--- src/common/adam_defs.svh ---
`ifndef ADAM_DEFS_SVH
`define ADAM_DEFS_SVH

// Bus widths
`define ADAM_ADDR_WIDTH 32
`define ADAM_DATA_WIDTH 32
`define ADAM_STRB_WIDTH (`ADAM_DATA_WIDTH / 8)

// Transactions in flight per bridge
`define ADAM_MAX_OUTSTANDING 4

`endif

--- src/common/adam_pkg.sv ---
`default_nettype none

`include "adam_defs.svh"

package adam_pkg;

    typedef logic [`ADAM_ADDR_WIDTH-1:0] addr_t;
    typedef logic [`ADAM_DATA_WIDTH-1:0] data_t;
    typedef logic [`ADAM_STRB_WIDTH-1:0] strb_t;

    // OKAY, EXOKAY, SLVERR, DECERR
    typedef logic [1:0] axil_resp_t;

    // Core side
    typedef struct packed {
        addr_t addr;
        logic  we;
        strb_t be;
        data_t wdata;
    } obi_req_t;

    typedef struct packed {
        data_t rdata;
        logic  err;
    } obi_rsp_t;

    // AXI-Lite channel payloads
    typedef struct packed {
        addr_t addr;
    } axil_aw_t;

    typedef struct packed {
        data_t data;
        strb_t strb;
    } axil_w_t;

    typedef struct packed {
        axil_resp_t resp;
    } axil_b_t;

    typedef struct packed {
        addr_t addr;
    } axil_ar_t;

    typedef struct packed {
        data_t      data;
        axil_resp_t resp;
    } axil_r_t;

    typedef enum logic [1:0] {
        RUN,
        DRAIN,
        PAUSED
    } bridge_state_t;

endpackage

`default_nettype wire

--- src/obi_to_axil/adam_obi_to_axil.sv ---
`timescale 1ns/10ps
`default_nettype none

`include "adam_defs.svh"

module adam_obi_to_axil
    import adam_pkg::*;
(
    input  logic     clk_i,
    input  logic     arst_n_i,

    input  logic     req_i,
    input  obi_req_t obi_i,
    output logic     gnt_o,
    output logic     rvalid_o,
    output obi_rsp_t rsp_o,

    input  logic     pause_req_i,
    output logic     pause_ack_o,

    output logic     awvalid_o,
    output axil_aw_t aw_o,
    input  logic     awready_i,

    output logic     wvalid_o,
    output axil_w_t  w_o,
    input  logic     wready_i,

    input  logic     bvalid_i,
    input  axil_b_t  b_i,
    output logic     bready_o,

    output logic     arvalid_o,
    output axil_ar_t ar_o,
    input  logic     arready_i,

    input  logic     rvalid_i,
    input  axil_r_t  r_i,
    output logic     rready_o
);

    localparam int DEPTH = `ADAM_MAX_OUTSTANDING;
    localparam int PTR_W = (DEPTH > 1) ? $clog2(DEPTH) : 1;
    localparam int CNT_W = $clog2(DEPTH + 1);

    bridge_state_t state_q;

    logic aw_valid_q;
    logic w_valid_q;
    logic ar_valid_q;

    // Order record holds only the we bit of each outstanding access
    logic [DEPTH-1:0] order_we_q;
    logic [PTR_W-1:0] wr_ptr_q;
    logic [PTR_W-1:0] rd_ptr_q;
    logic [CNT_W-1:0] count_q;

    logic     rvalid_q;
    obi_rsp_t rsp_q;

    logic full;
    logic empty;
    logic head_we;
    logic chan_free;
    logic push;
    logic b_hs;
    logic r_hs;
    logic pop;
    logic idle;

    assign full    = (count_q == CNT_W'(DEPTH));
    assign empty   = (count_q == '0);
    assign head_we = order_we_q[rd_ptr_q];

    assign chan_free = obi_i.we ? (!aw_valid_q && !w_valid_q) : !ar_valid_q;

    assign gnt_o = req_i && (state_q == RUN) && !pause_req_i && !full && chan_free;
    assign push  = gnt_o;

    // Only the channel of the oldest entry may hand back a response
    assign bready_o = !empty && head_we;
    assign rready_o = !empty && !head_we;

    assign b_hs = bvalid_i && bready_o;
    assign r_hs = rvalid_i && rready_o;
    assign pop  = b_hs || r_hs;

    assign idle = empty && !aw_valid_q && !w_valid_q && !ar_valid_q;

    assign awvalid_o = aw_valid_q;
    assign wvalid_o  = w_valid_q;
    assign arvalid_o = ar_valid_q;

    always_ff @(posedge clk_i or negedge arst_n_i) begin
        if (!arst_n_i) begin
            aw_valid_q <= 1'b0;
            w_valid_q  <= 1'b0;
            ar_valid_q <= 1'b0;
        end else begin
            // AW and W drain independently of each other
            if (awready_i) begin
                aw_valid_q <= 1'b0;
            end
            if (wready_i) begin
                w_valid_q <= 1'b0;
            end
            if (arready_i) begin
                ar_valid_q <= 1'b0;
            end
            if (push && obi_i.we) begin
                aw_valid_q <= 1'b1;
                w_valid_q  <= 1'b1;
            end
            if (push && !obi_i.we) begin
                ar_valid_q <= 1'b1;
            end
        end
    end

    always_ff @(posedge clk_i) begin
        if (push && obi_i.we) begin
            aw_o.addr <= obi_i.addr;
            w_o.data  <= obi_i.wdata;
            w_o.strb  <= obi_i.be;
        end
        if (push && !obi_i.we) begin
            ar_o.addr <= obi_i.addr;
        end
    end

    always_ff @(posedge clk_i) begin
        if (push) begin
            order_we_q[wr_ptr_q] <= obi_i.we;
        end
    end

    always_ff @(posedge clk_i or negedge arst_n_i) begin
        if (!arst_n_i) begin
            wr_ptr_q <= '0;
            rd_ptr_q <= '0;
            count_q  <= '0;
        end else begin
            if (push) begin
                wr_ptr_q <= (wr_ptr_q == PTR_W'(DEPTH - 1)) ? '0 : wr_ptr_q + 1'b1;
            end
            if (pop) begin
                rd_ptr_q <= (rd_ptr_q == PTR_W'(DEPTH - 1)) ? '0 : rd_ptr_q + 1'b1;
            end
            case ({push, pop})
                2'b10:   count_q <= count_q + 1'b1;
                2'b01:   count_q <= count_q - 1'b1;
                default: count_q <= count_q;
            endcase
        end
    end

    always_ff @(posedge clk_i or negedge arst_n_i) begin
        if (!arst_n_i) begin
            rvalid_q <= 1'b0;
        end else begin
            rvalid_q <= pop;
        end
    end

    // SLVERR and DECERR both have the upper bit set
    always_ff @(posedge clk_i) begin
        if (r_hs) begin
            rsp_q.rdata <= r_i.data;
            rsp_q.err   <= r_i.resp[1];
        end else if (b_hs) begin
            rsp_q.rdata <= '0;
            rsp_q.err   <= b_i.resp[1];
        end
    end

    assign rvalid_o = rvalid_q;
    assign rsp_o    = rsp_q;

    always_ff @(posedge clk_i or negedge arst_n_i) begin
        if (!arst_n_i) begin
            state_q <= RUN;
        end else begin
            case (state_q)
                RUN: begin
                    if (pause_req_i) begin
                        state_q <= DRAIN;
                    end
                end
                DRAIN: begin
                    if (!pause_req_i) begin
                        state_q <= RUN;
                    end else if (idle) begin
                        state_q <= PAUSED;
                    end
                end
                PAUSED: begin
                    if (!pause_req_i) begin
                        state_q <= RUN;
                    end
                end
                default: state_q <= RUN;
            endcase
        end
    end

    assign pause_ack_o = (state_q == PAUSED);

endmodule

`default_nettype wire

--- src/hdl/adam_pause_demux.sv ---
`timescale 1ns/10ps
`default_nettype none

module adam_pause_demux (
    input  logic clk_i,
    input  logic arst_n_i,

    input  logic pause_req_i,
    output logic pause_ack_o,

    output logic inst_req_o,
    input  logic inst_ack_i,

    output logic data_req_o,
    input  logic data_ack_i
);

    logic ack_q;
    logic all_ack;
    logic none_ack;

    // Both bridges are paused in parallel
    assign inst_req_o = pause_req_i;
    assign data_req_o = pause_req_i;

    assign all_ack  = inst_ack_i && data_ack_i;
    assign none_ack = !inst_ack_i && !data_ack_i;

    // Hold the outer ack until both bridges agree, whichever way
    always_ff @(posedge clk_i or negedge arst_n_i) begin
        if (!arst_n_i) begin
            ack_q <= 1'b0;
        end else if (all_ack) begin
            ack_q <= 1'b1;
        end else if (none_ack) begin
            ack_q <= 1'b0;
        end
    end

    assign pause_ack_o = ack_q;

endmodule

`default_nettype wire

--- src/hdl/adam_core_bridge.sv ---
`timescale 1ns/10ps
`default_nettype none

module adam_core_bridge
    import adam_pkg::*;
(
    input  logic     clk_i,
    input  logic     arst_n_i,

    input  logic     pause_req_i,
    output logic     pause_ack_o,
    output logic     debug_unavail_o,

    // Instruction fetch port
    input  logic     inst_req_i,
    input  obi_req_t inst_obi_i,
    output logic     inst_gnt_o,
    output logic     inst_rvalid_o,
    output obi_rsp_t inst_rsp_o,

    // Load/store port
    input  logic     data_req_i,
    input  obi_req_t data_obi_i,
    output logic     data_gnt_o,
    output logic     data_rvalid_o,
    output obi_rsp_t data_rsp_o,

    output logic     inst_axil_awvalid_o,
    output axil_aw_t inst_axil_aw_o,
    input  logic     inst_axil_awready_i,
    output logic     inst_axil_wvalid_o,
    output axil_w_t  inst_axil_w_o,
    input  logic     inst_axil_wready_i,
    input  logic     inst_axil_bvalid_i,
    input  axil_b_t  inst_axil_b_i,
    output logic     inst_axil_bready_o,
    output logic     inst_axil_arvalid_o,
    output axil_ar_t inst_axil_ar_o,
    input  logic     inst_axil_arready_i,
    input  logic     inst_axil_rvalid_i,
    input  axil_r_t  inst_axil_r_i,
    output logic     inst_axil_rready_o,

    output logic     data_axil_awvalid_o,
    output axil_aw_t data_axil_aw_o,
    input  logic     data_axil_awready_i,
    output logic     data_axil_wvalid_o,
    output axil_w_t  data_axil_w_o,
    input  logic     data_axil_wready_i,
    input  logic     data_axil_bvalid_i,
    input  axil_b_t  data_axil_b_i,
    output logic     data_axil_bready_o,
    output logic     data_axil_arvalid_o,
    output axil_ar_t data_axil_ar_o,
    input  logic     data_axil_arready_i,
    input  logic     data_axil_rvalid_i,
    input  axil_r_t  data_axil_r_i,
    output logic     data_axil_rready_o
);

    logic inst_pause_req;
    logic inst_pause_ack;
    logic data_pause_req;
    logic data_pause_ack;

    // Debugger must keep off the core while it is being paused
    assign debug_unavail_o = pause_req_i || pause_ack_o;

    adam_obi_to_axil i_inst_bridge (
        .clk_i       (clk_i),
        .arst_n_i    (arst_n_i),
        .req_i       (inst_req_i),
        .obi_i       (inst_obi_i),
        .gnt_o       (inst_gnt_o),
        .rvalid_o    (inst_rvalid_o),
        .rsp_o       (inst_rsp_o),
        .pause_req_i (inst_pause_req),
        .pause_ack_o (inst_pause_ack),
        .awvalid_o   (inst_axil_awvalid_o),
        .aw_o        (inst_axil_aw_o),
        .awready_i   (inst_axil_awready_i),
        .wvalid_o    (inst_axil_wvalid_o),
        .w_o         (inst_axil_w_o),
        .wready_i    (inst_axil_wready_i),
        .bvalid_i    (inst_axil_bvalid_i),
        .b_i         (inst_axil_b_i),
        .bready_o    (inst_axil_bready_o),
        .arvalid_o   (inst_axil_arvalid_o),
        .ar_o        (inst_axil_ar_o),
        .arready_i   (inst_axil_arready_i),
        .rvalid_i    (inst_axil_rvalid_i),
        .r_i         (inst_axil_r_i),
        .rready_o    (inst_axil_rready_o)
    );

    adam_obi_to_axil i_data_bridge (
        .clk_i       (clk_i),
        .arst_n_i    (arst_n_i),
        .req_i       (data_req_i),
        .obi_i       (data_obi_i),
        .gnt_o       (data_gnt_o),
        .rvalid_o    (data_rvalid_o),
        .rsp_o       (data_rsp_o),
        .pause_req_i (data_pause_req),
        .pause_ack_o (data_pause_ack),
        .awvalid_o   (data_axil_awvalid_o),
        .aw_o        (data_axil_aw_o),
        .awready_i   (data_axil_awready_i),
        .wvalid_o    (data_axil_wvalid_o),
        .w_o         (data_axil_w_o),
        .wready_i    (data_axil_wready_i),
        .bvalid_i    (data_axil_bvalid_i),
        .b_i         (data_axil_b_i),
        .bready_o    (data_axil_bready_o),
        .arvalid_o   (data_axil_arvalid_o),
        .ar_o        (data_axil_ar_o),
        .arready_i   (data_axil_arready_i),
        .rvalid_i    (data_axil_rvalid_i),
        .r_i         (data_axil_r_i),
        .rready_o    (data_axil_rready_o)
    );

    adam_pause_demux i_pause_demux (
        .clk_i       (clk_i),
        .arst_n_i    (arst_n_i),
        .pause_req_i (pause_req_i),
        .pause_ack_o (pause_ack_o),
        .inst_req_o  (inst_pause_req),
        .inst_ack_i  (inst_pause_ack),
        .data_req_o  (data_pause_req),
        .data_ack_i  (data_pause_ack)
    );

endmodule

`default_nettype wire

--- config.mk ---
export PLATFORM = sky130hd
export DESIGN_NAME = adam_core_bridge
export DESIGN_NICKNAME = d
export VERILOG_FILES = /design/src/common/adam_pkg.sv /design/src/obi_to_axil/adam_obi_to_axil.sv /design/src/hdl/adam_pause_demux.sv /design/src/hdl/adam_core_bridge.sv
export VERILOG_INCLUDE_DIRS = /design/src /design/src/common
export SDC_FILE = /design/constraint.sdc
export NUM_CORES = 1
export LEC_CHECK = 0
export BUFFER_PORTS_ARGS = -buffer_cell sky130_fd_sc_hd__buf_2
export CORE_MARGIN = 5
export CORE_UTILIZATION = 30
export CTS_CLUSTER_DIAMETER = 50
export CTS_CLUSTER_SIZE = 14
export DETAILED_ROUTE_END_ITERATION = 8
export PLACE_DENSITY_LB_ADDON = 0.08
export REMOVE_ABC_BUFFERS = 1
export SLEW_MARGIN = 0
export SYNTH_ARGS = -nofsm -noshare
export SYNTH_HDL_FRONTEND = slang
export SYNTH_SLANG_ARGS = --single-unit
--- constraint.sdc ---
create_clock -name clk_i -period 5 [get_ports clk_i]
set_clock_uncertainty 0.1 [all_clocks]
set_input_delay 1 -clock clk_i [delete_from_list [all_inputs] [get_ports clk_i]]
set_output_delay 1 -clock clk_i [all_outputs]
set_load 0.02 [all_outputs]
==> flow_summary.yaml, run 1 <==
setup_path:
  crit_fanout: 8
  critPathSlowestCell: "or3b_2"
  r2r.worst_path.cells: 4
  startpoint_type: "primary input"
  r2r_slack_ns: 2.37
  worst_setup_path_end_kind: "output pin"
  cp.arrival_ns: 2.43
  worstReg2RegEnd: "i_inst_bridge.w_o[23]"
  cp_cell_sequence: "buf_2 > or3b_2 > a221oi_4 > buf_2"
  critical_path_class: "primary input to output pin"
  reg2reg_from: "i_inst_bridge.state_q[1]"
  critPathRequiredTime_ns: 3.90
  critPathMaxStageDelay_ns: 0.55
  cpMostUsedCell: "buf_2"
finish:
  fill_cells: 3141
  drive_gt1_frac: 0.570
  nets: 1271
  area_growth_pct: 43.4
route:
  firstDrtPassIters: 4
  totalWireLength_um: 32900
  viasPerCell: 4.23
  vias: 6373
  drc: 0
  drtIter0Drc: 275
  ant_nets: 0
  post_drt_wl_per_cell_um: 21.8
global_routing:
  overflow: 0
  grt_pass1_wl_um: 45900
  track_usage: 0.164
  grt_pass1_vias: 6561
  antenna_found_initial: 4
  grt_max_degree: 69
timing:
  worstMarginPinSlew_ns: 1.04
  rsz0062_at_grt: "false"
  fmax_ghz: 0.283
  finalCritPeriodShare: 0.706
  fin_tns_setup_ns: 0
  slew_violations: 0
  setup_viol: 0
  layout_min_cycle_time_ns: 3.53
  fin_ws_ns: 1.47
  slew_headroom: 0.306
  final_hold_viol_count: 0
yosys:
  avgSynthCellArea_sq_um: 21.0
  synth-seq-area-share: 0.864
  synth_seq_cells: 301
  async_flop_share: 0.0897
  synth_edf_count: 274
  synth_cell_types: 35
  syn_inst: 490
  ys.warnings.count: 0
  syn-cell-area_sq_mm: 0.0103
  synthFlopType: "edfxtp_1"
power_and_ir_drop:
  ir_drop_v: 0.000281
  power_density_mw_per_mm2: 527
  p_leak_uw: 0.00619
place:
  gp_congestion: 0.835
  pre_cts_ws_ns: 1.45
  io_buffers: 502
  dpl.hpwl_um: 25800
outcome:
  status: "finished clean"
min_path:
  min_from: "i_data_bridge.state_q[1]"
  hold_depth: 1
  hold_class: "flip-flop to flip-flop"
  min_to: "i_data_bridge.state_q[0]"
die:
  initial_core_util: 0.306
  ios: 507
  die_y_um: 195
  core_sq_mm: 0.0337
  dieArea_sq_mm: 0.0382
  rows: 67
  die_w_um: 195
job:
  cap_viol_max_count: 0
clocking:
  cts_resized: 0
  cts_buffer_depth: 3
  clk_latency_ns: 0.51
  postCtsHoldBufs: 0
  clk_pin_slew_worst_paths_ns: 0.05
  post_cts.repair.setup_buffers: 0
  root_buffer: "clkbuf_16"
  cts_num_sinks: 301
  cts_max_level: 2
  cts_buffers: 37
  tritoncts: "done"
## where the power goes
| part | switching (uW) | internal, uW | total, uW |
|---|---|---|---|
| clock network | 1070 | 1750 | 2820 |
| logic | 1040 | 555 | 1590 |
| registers | 157 | 3230 | 3390 |
| total | 2260 | 5530 | 7790 |
## through the flow
| stage | util | hold slack [ns] | power, uW | instance area (sq um) | std cells |
|---|---|---|---|---|---|
| 2_1_floorplan | - | 0.347 | 4400 | 10300 | 483 |
| 3_3_place_gp | 0.400 | 0.365 | 5060 | 13500 | 1440 |
| 3_5_place_dp | 0.400 | 0.378 | 5070 | 13500 | 1440 |
| 4_1_cts | 0.438 | 0.390 | 7930 | 14800 | 1506 |
| 5_1_grt | 0.439 | 0.423 | 8170 | 14800 | 1507 |
| 6_report | 0.439 | 0.384 | 7790 | 14800 | 1508 |
## state kept, by name, summed over array words and instances, names as in the netlist, 4 cells and up
register,count
i_data_bridge.ar_o,32
i_data_bridge.aw_o,32
i_data_bridge.order_we_q,4
i_data_bridge.rsp_o,33
i_data_bridge.w_o,36
i_inst_bridge.ar_o,32
i_inst_bridge.aw_o,32
i_inst_bridge.order_we_q,4
i_inst_bridge.rsp_o,33
i_inst_bridge.w_o,36
## synth_stat cells, types with 3 or more instances
library cell | number | area share
o31ai_1 | 4 | 0.0029
dfrtp_1 | 27 | 0.066
and2_1 | 67 | 0.041
mux2_2 | 7 | 0.0076
clkbuf_2 | 3 | 0.0015
edfxtp_1 | 274 | 0.80
mux2i_1 | 4 | 0.0039
or2_2 | 3 | 0.0018
clkbuf_1 | 4 | 0.0015
and2_2 | 6 | 0.0044
nor2b_1 | 5 | 0.0030
mux2_4 | 4 | 0.0058
xor2_1 | 4 | 0.0034
o22ai_1 | 6 | 0.0036
nor2_1 | 15 | 0.0055
inv_1 | 19 | 0.0069
ha_1 | 13 | 0.016
## area by class of cell
type	count	area, sq um	area share
timing repair buffer	509	2580	0.174
multi-input combinational	163	1350	0.0915
antenna	2	5.00	0.000339
tap	448	561	0.0379
inverter	19	71.3	0.00482
sequential	301	8900	0.602
clock buffer	41	983	0.0665
clock inverter	25	328	0.0222
## kinds of logic (layout without fill, tap and decap cells)
| logic type | count (synthesis) | count (layout) | share of synthesized area |
|---|---|---|---|
| AO/OA/AOI/OAI | 16 | 16 | 0.0144 |
| flip-flops | 301 | 301 | 0.864 |
| adder cells (fa/ha/maj) | 15 | 15 | 0.0197 |
| XOR/XNOR | 6 | 6 | 0.00510 |
| AND/OR/NAND/NOR | 109 | 109 | 0.0654 |
| other | 0 | 2 | 0 |
| buffers and inverters | 26 | 594 | 0.00983 |
| multiplexers | 17 | 17 | 0.0217 |
## worst max path at each step
stage,from,endpoint,slack [ns],cells after the start
CTS,data_obi_i[36],data_gnt_o,1.45,4
finish,data_obi_i[36],data_gnt_o,1.47,4
global route,data_obi_i[36],data_gnt_o,1.37,4
detailed placement,data_obi_i[36],data_gnt_o,1.45,4
floorplan,pause_req_i,i_inst_bridge.aw_o[0],-0.22,3
global placement,data_obi_i[36],data_gnt_o,1.44,4
## critical path: cells and delay by family
| kind | cells | cell delay [ns] |
|---|---|---|
| compound gates | 1 | 0.47 |
| buf+inv | 2 | 0.40 |
| simple gates | 1 | 0.55 |
## layer usage
layer  up-vias  track usage  share of wire
li1       2928            -              -
met4         4       0.0432          0.020
met3        49       0.0576          0.083
met1      3100        0.183           0.37
met5         -            0        0.00064
met2       292        0.298           0.53
## placed cells by master, fill, tap and decap left out, types with 7 or more instances in the layout
master	netlist	final
buf_2	0	502
and2_1	67	67
mux2_2	7	7
dfrtp_1	27	27
nor2_1	15	11
clkbuf_16	0	39
inv_1	19	19
ha_1	13	13
edfxtp_1	274	274
Note: power is estimated with default switching activity, not from simulation.
==> run 2: changes to the inputs <==
Clock period 5 ns to 3.59 ns, I/O delays scaled along.
==> flow_summary.yaml, run 2 (synthesized netlist as in run 1, its figures left out) <==
outcome:
  status: "finished clean"
power_and_ir_drop:
  power_density_mw_per_mm2: 712
  power_frac_seq: 0.451
  ir_drop_v: 0.000391
  p_leak_uw: 0.00615
  pwr-share-clk: 0.337
  internal-power_uw: 7360
  combPwrFrac: 0.212
  switching_power_uw: 3110
  switching_share: 0.297
clocking:
  cts_resized: 0
  postCtsHoldBufs: 0
  root_buffer: "clkbuf_16"
  post_cts.repair.setup_buffers: 0
  tritoncts: "done"
  cts_num_sinks: 301
  clk_pin_slew_worst_paths_ns: 0.06
  clk_latency_ns: 0.50
  cts_max_level: 2
  cts_buffers: 37
  cts_buffer_depth: 3
place:
  gp_congestion: 0.821
  place_area_sq_mm: 0.0135
  dpl.hpwl_um: 25600
  dp_cells: 1445
  io_buffers: 502
  pre_cts_ws_ns: 0.586
timing:
  rsz0062_at_grt: "false"
  setup_viol: 0
  fin_ws_ns: 0.644
  slew_headroom: 0.556
  finalCritPeriodShare: 0.821
  slew_violations: 0
  fmax_ghz: 0.339
  whs_ns: 0.146
  layout_min_cycle_time_ns: 2.95
  worstMarginPinSlew_ns: 0.665
  final_hold_viol_count: 0
setup_path:
  worst_setup_path_end_kind: "output pin"
  crit_fanout: 8
  cp_cell_sequence: "or3b_2 > a221oi_4 > buf_4 > buf_2"
  critPathBufInv: 2
  critPathSlowestCell: "or3b_2"
  startpoint_type: "flip-flop"
  critPathMaxStageDelay_ns: 0.58
  critPathRequiredTime_ns: 2.77
  cp.arrival_ns: 2.13
  path_delay_family: "simple AND/OR/NAND/NOR gates"
  critical_path_class: "flip-flop to output pin"
route:
  vias: 6328
  drc: 0
  firstDrtPassIters: 5
  drtIter0Drc: 274
  ant_nets: 0
  totalWireLength_um: 32600
  post_drt_wl_per_cell_um: 21.6
  viasPerCell: 4.19
finish:
  fill_cells: 3176
  regArea_sq_mm: 0.00890
  layout_commonest_cell: "buf_2"
  nets: 1276
  drive_gt1_frac: 0.570
  fin_cells: 1511
  top_regs: "i_data_bridge.w_o: 36 flops, i_inst_bridge.w_o: 36 flops"
  post-route-util: 0.436
  multi_input_area_sq_mm: 0.00135
  area_growth_pct: 42.6
  final_cell_mix: "502 x buf_2, 274 x edfxtp_1, 67 x and2_1"
  fin_area_sq_mm: 0.0147
die:
  die_y_um: 195
  die_w_um: 195
  dieArea_sq_mm: 0.0382
  ios: 507
  rows: 67
  initial_core_util: 0.306
  core_sq_mm: 0.0337
min_path:
  hold_class: "primary input to async pin"
global_routing:
  antenna_found_initial: 4
  grt_pass1_vias: 6547
  track_usage: 0.162
  overflow: 0
  grt_pass1_wl_um: 45600
  grt_max_degree: 69
job:
  cap_viol_max_count: 0
[run 2: cell count changes in the layout (fill, tap and decap cells not counted), sizes merged]
cell	change
buf	+5
bufinv	-5
clkbuf	+3
clkinv	-4
clkinvlp	+3
diode	-1
inv	+2
[run 2: power groups by stage]
stage | clock (uW) | combinational, uW | sequential, uW
final | 3520 | 2220 | 4720
after global routing | 3790 | 2420 | 4780
after CTS | 3640 | 2280 | 4730
after detailed placement | 0 | 2280 | 4790
after global placement | 0 | 2270 | 4780
after floorplan | 0 | 776 | 5350
[run 2: layout make-up]
class | count | area share
antenna | 1 | 0.000170
timing repair buffer | 514 | 0.180
tap | 448 | 0.0381
inverter | 19 | 0.00485
clock inverter | 21 | 0.0117
sequential | 301 | 0.606
clock buffer | 44 | 0.0677
multi-input combinational | 163 | 0.0920
[run 2: metal layers]
layer | track usage | wire, um
met5 | 0 | 0
met4 | 0.0378 | 572
met3 | 0.0558 | 2710
met2 | 0.294 | 17400
met1 | 0.184 | 11800
[run 2: final timing paths]
check | depth (start not counted) | from | end | slack [ns]
setup / recovery | 4 | i_data_bridge.wvalid_o | data_gnt_o | 0.64
hold / removal | 1 | arst_n_i | i_data_bridge.rd_ptr_q[0] | 0.15
setup reg to reg | 10 | i_data_bridge.wvalid_o | i_data_bridge.count_q[2] | 1.06
hold reg to reg | 1 | i_data_bridge.state_q[1] | i_data_bridge.state_q[0] | 0.38
max in group asynchronous | 1 | arst_n_i | i_data_bridge.awvalid_o | 2.80
min in group clk_i | 1 | inst_obi_i[26] | i_inst_bridge.w_o[30] | 0.28
[run 2: through the flow]
step / TNS (ns) / total power (uW)
global route: 0 / 11000
detailed placement: 0 / 7070
global placement: 0 / 7050
finish: 0 / 10500
CTS: 0 / 10700
floorplan: -185.60 / 6130
==> run 3: changes to the inputs <==
Clock period 3.59 ns to 2.7 ns, I/O delays scaled along.
==> flow_summary.yaml, run 3 (synthesized netlist as in run 1, its figures left out) <==
route:
  viasPerCell: 4.17
  drc: 0
  vias: 6370
  ant_nets: 0
  drtIter0Drc: 278
  post_drt_wl_per_cell_um: 21.3
  totalWireLength_um: 32500
  firstDrtPassIters: 4
clocking:
  cts_max_level: 2
  cts_buffer_depth: 3
  tritoncts: "done"
  clk_pin_slew_worst_paths_ns: 0.06
  clk_latency_ns: 0.49
  root_buffer: "clkbuf_16"
  cts_buffers: 35
  cts_num_sinks: 301
finish:
  area_growth_pct: 43.9
  nets: 1288
  fin_area_sq_mm: 0.0148
  layout_commonest_cell: "buf_2"
  fin_cells: 1527
  drive_gt1_frac: 0.576
  top_regs: "i_data_bridge.w_o: 36 flops, i_inst_bridge.w_o: 36 flops"
  final_cell_mix: "501 x buf_2, 274 x edfxtp_1, 67 x and2_1"
  fill_cells: 3183
power_and_ir_drop:
  ir_drop_v: 0.000488
  p_leak_uw: 0.00622
  total_power_uw: 13700
  power_density_mw_per_mm2: 924
die:
  initial_core_util: 0.306
  rows: 67
  core_sq_mm: 0.0337
  ios: 507
  die_y_um: 195
  dieArea_sq_mm: 0.0382
  die_w_um: 195
global_routing:
  track_usage: 0.162
  grt_max_degree: 37
  grt_pass1_wl_um: 45700
  overflow: 0
  antenna_found_initial: 12
  grt_pass1_vias: 6575
timing:
  fmax_ghz: 0.384
  worstMarginPinSlew_ns: 0.652
  setup_viol: 0
  final_hold_viol_count: 0
  slew_headroom: 0.565
  fin_ws_ns: 0.0982
  fin_tns_setup_ns: 0
  finalCritPeriodShare: 0.964
  layout_min_cycle_time_ns: 2.60
  slew_violations: 0
setup_path:
  critPathRequiredTime_ns: 2.06
  crit_fanout: 5
  r2r.worst_path.cells: 8
  crit_path_start: "i_data_bridge.state_q[1]"
  worstReg2RegEnd: "i_inst_bridge.count_q[2]"
  reg2reg_from: "i_inst_bridge.rd_ptr_q[0]"
  startpoint_type: "flip-flop"
  worst_setup_path_end_kind: "output pin"
  cp-endpoint: "data_gnt_o"
  critical_path_class: "flip-flop to output pin"
  cp.arrival_ns: 1.96
  r2r_slack_ns: 0.29
place:
  pre_cts_ws_ns: 0.0889
  gp_congestion: 0.863
  dpl.hpwl_um: 26000
  io_buffers: 502
  dp_cells: 1453
  place_area_sq_mm: 0.0137
min_path:
  hold_depth: 1
  hold_class: "primary input to flip-flop"
job:
  cap_viol_max_count: 0
outcome:
  status: "finished clean"
run 3: changes by cell type in the layout (fill, tap and decap cells not counted), moves of 2 or more:
cell,change
buf_4,+7
diode_2,+6
buf_12,+5
clkinv_4,+3
inv_6,-3
buf_6,+2
clkbuf_1,-2
clkbuf_16,-2
clkinv_2,+2
clkinv_8,+2
clkinvlp_4,-2
run 3: worst min-delay path by stage:
| stage | start | end | slack, ns |
|---|---|---|---|
| finish | inst_obi_i[0] | i_inst_bridge.w_o[4] | 0.11 |
| global placement | i_data_bridge.state_q[1] | i_data_bridge.state_q[0] | 0.36 |
| detailed placement | i_data_bridge.state_q[1] | i_data_bridge.state_q[0] | 0.37 |
| floorplan | arst_n_i | i_data_bridge.arvalid_o | 0.14 |
| CTS | data_obi_i[21] | i_data_bridge.w_o[25] | 0.08 |
| global route | data_obi_i[24] | i_data_bridge.w_o[28] | 0.09 |
run 3: power by group:
group          switching (uW)  internal [uW]
logic                    1920           1090
clock network            1860           2560
registers                 299           5980
run 3: worst max-delay path, cell delays in order, from the launching register on:
cell and delay, ns:
dfrtp_1 0.40, or4b_4 0.55, a221oi_4 0.24, buf_6 0.16, buf_4 0.13
run 3: layout make-up:
type | count | area, sq um | share of cell area
Tap cell | 448 | 561 | 0.0378
Timing Repair Buffer | 528 | 2820 | 0.190
Multi-Input combinational cell | 163 | 1360 | 0.0914
Antenna cell | 7 | 17.5 | 0.00118
Sequential cell | 301 | 8900 | 0.600
Clock inverter | 20 | 154 | 0.0104
Inverter | 19 | 71.3 | 0.00481
Clock buffer | 41 | 951 | 0.0641
run 3: repair_timing:
action / in CTS / in global routing
resized for setup: 2 / 2
endpoints found under the setup margin: 2 / 2
hold buffers: 1 / 0
buffers inserted: 0 / 5
pin swaps: 1 / 0
endpoints found under the hold margin: 22 / 0
run 3: per-stage QoR:
stage / utilization / hold slack [ns]
floorplan: - / 0.144
CTS: 0.438 / 0.0830
detailed placement: 0.405 / 0.372
finish: 0.440 / 0.113
global route: 0.440 / 0.0859
global placement: 0.405 / 0.362
run 3: routing by layer:
metal | vias up | routed length [um] | GRT usage
li1 | 2975 | - | -
met1 | 3097 | 11900 | 0.181
met2 | 258 | 17500 | 0.293
met3 | 40 | 2490 | 0.0539
met4 | 0 | 553 | 0.0481
met5 | - | 0 | 0.0153
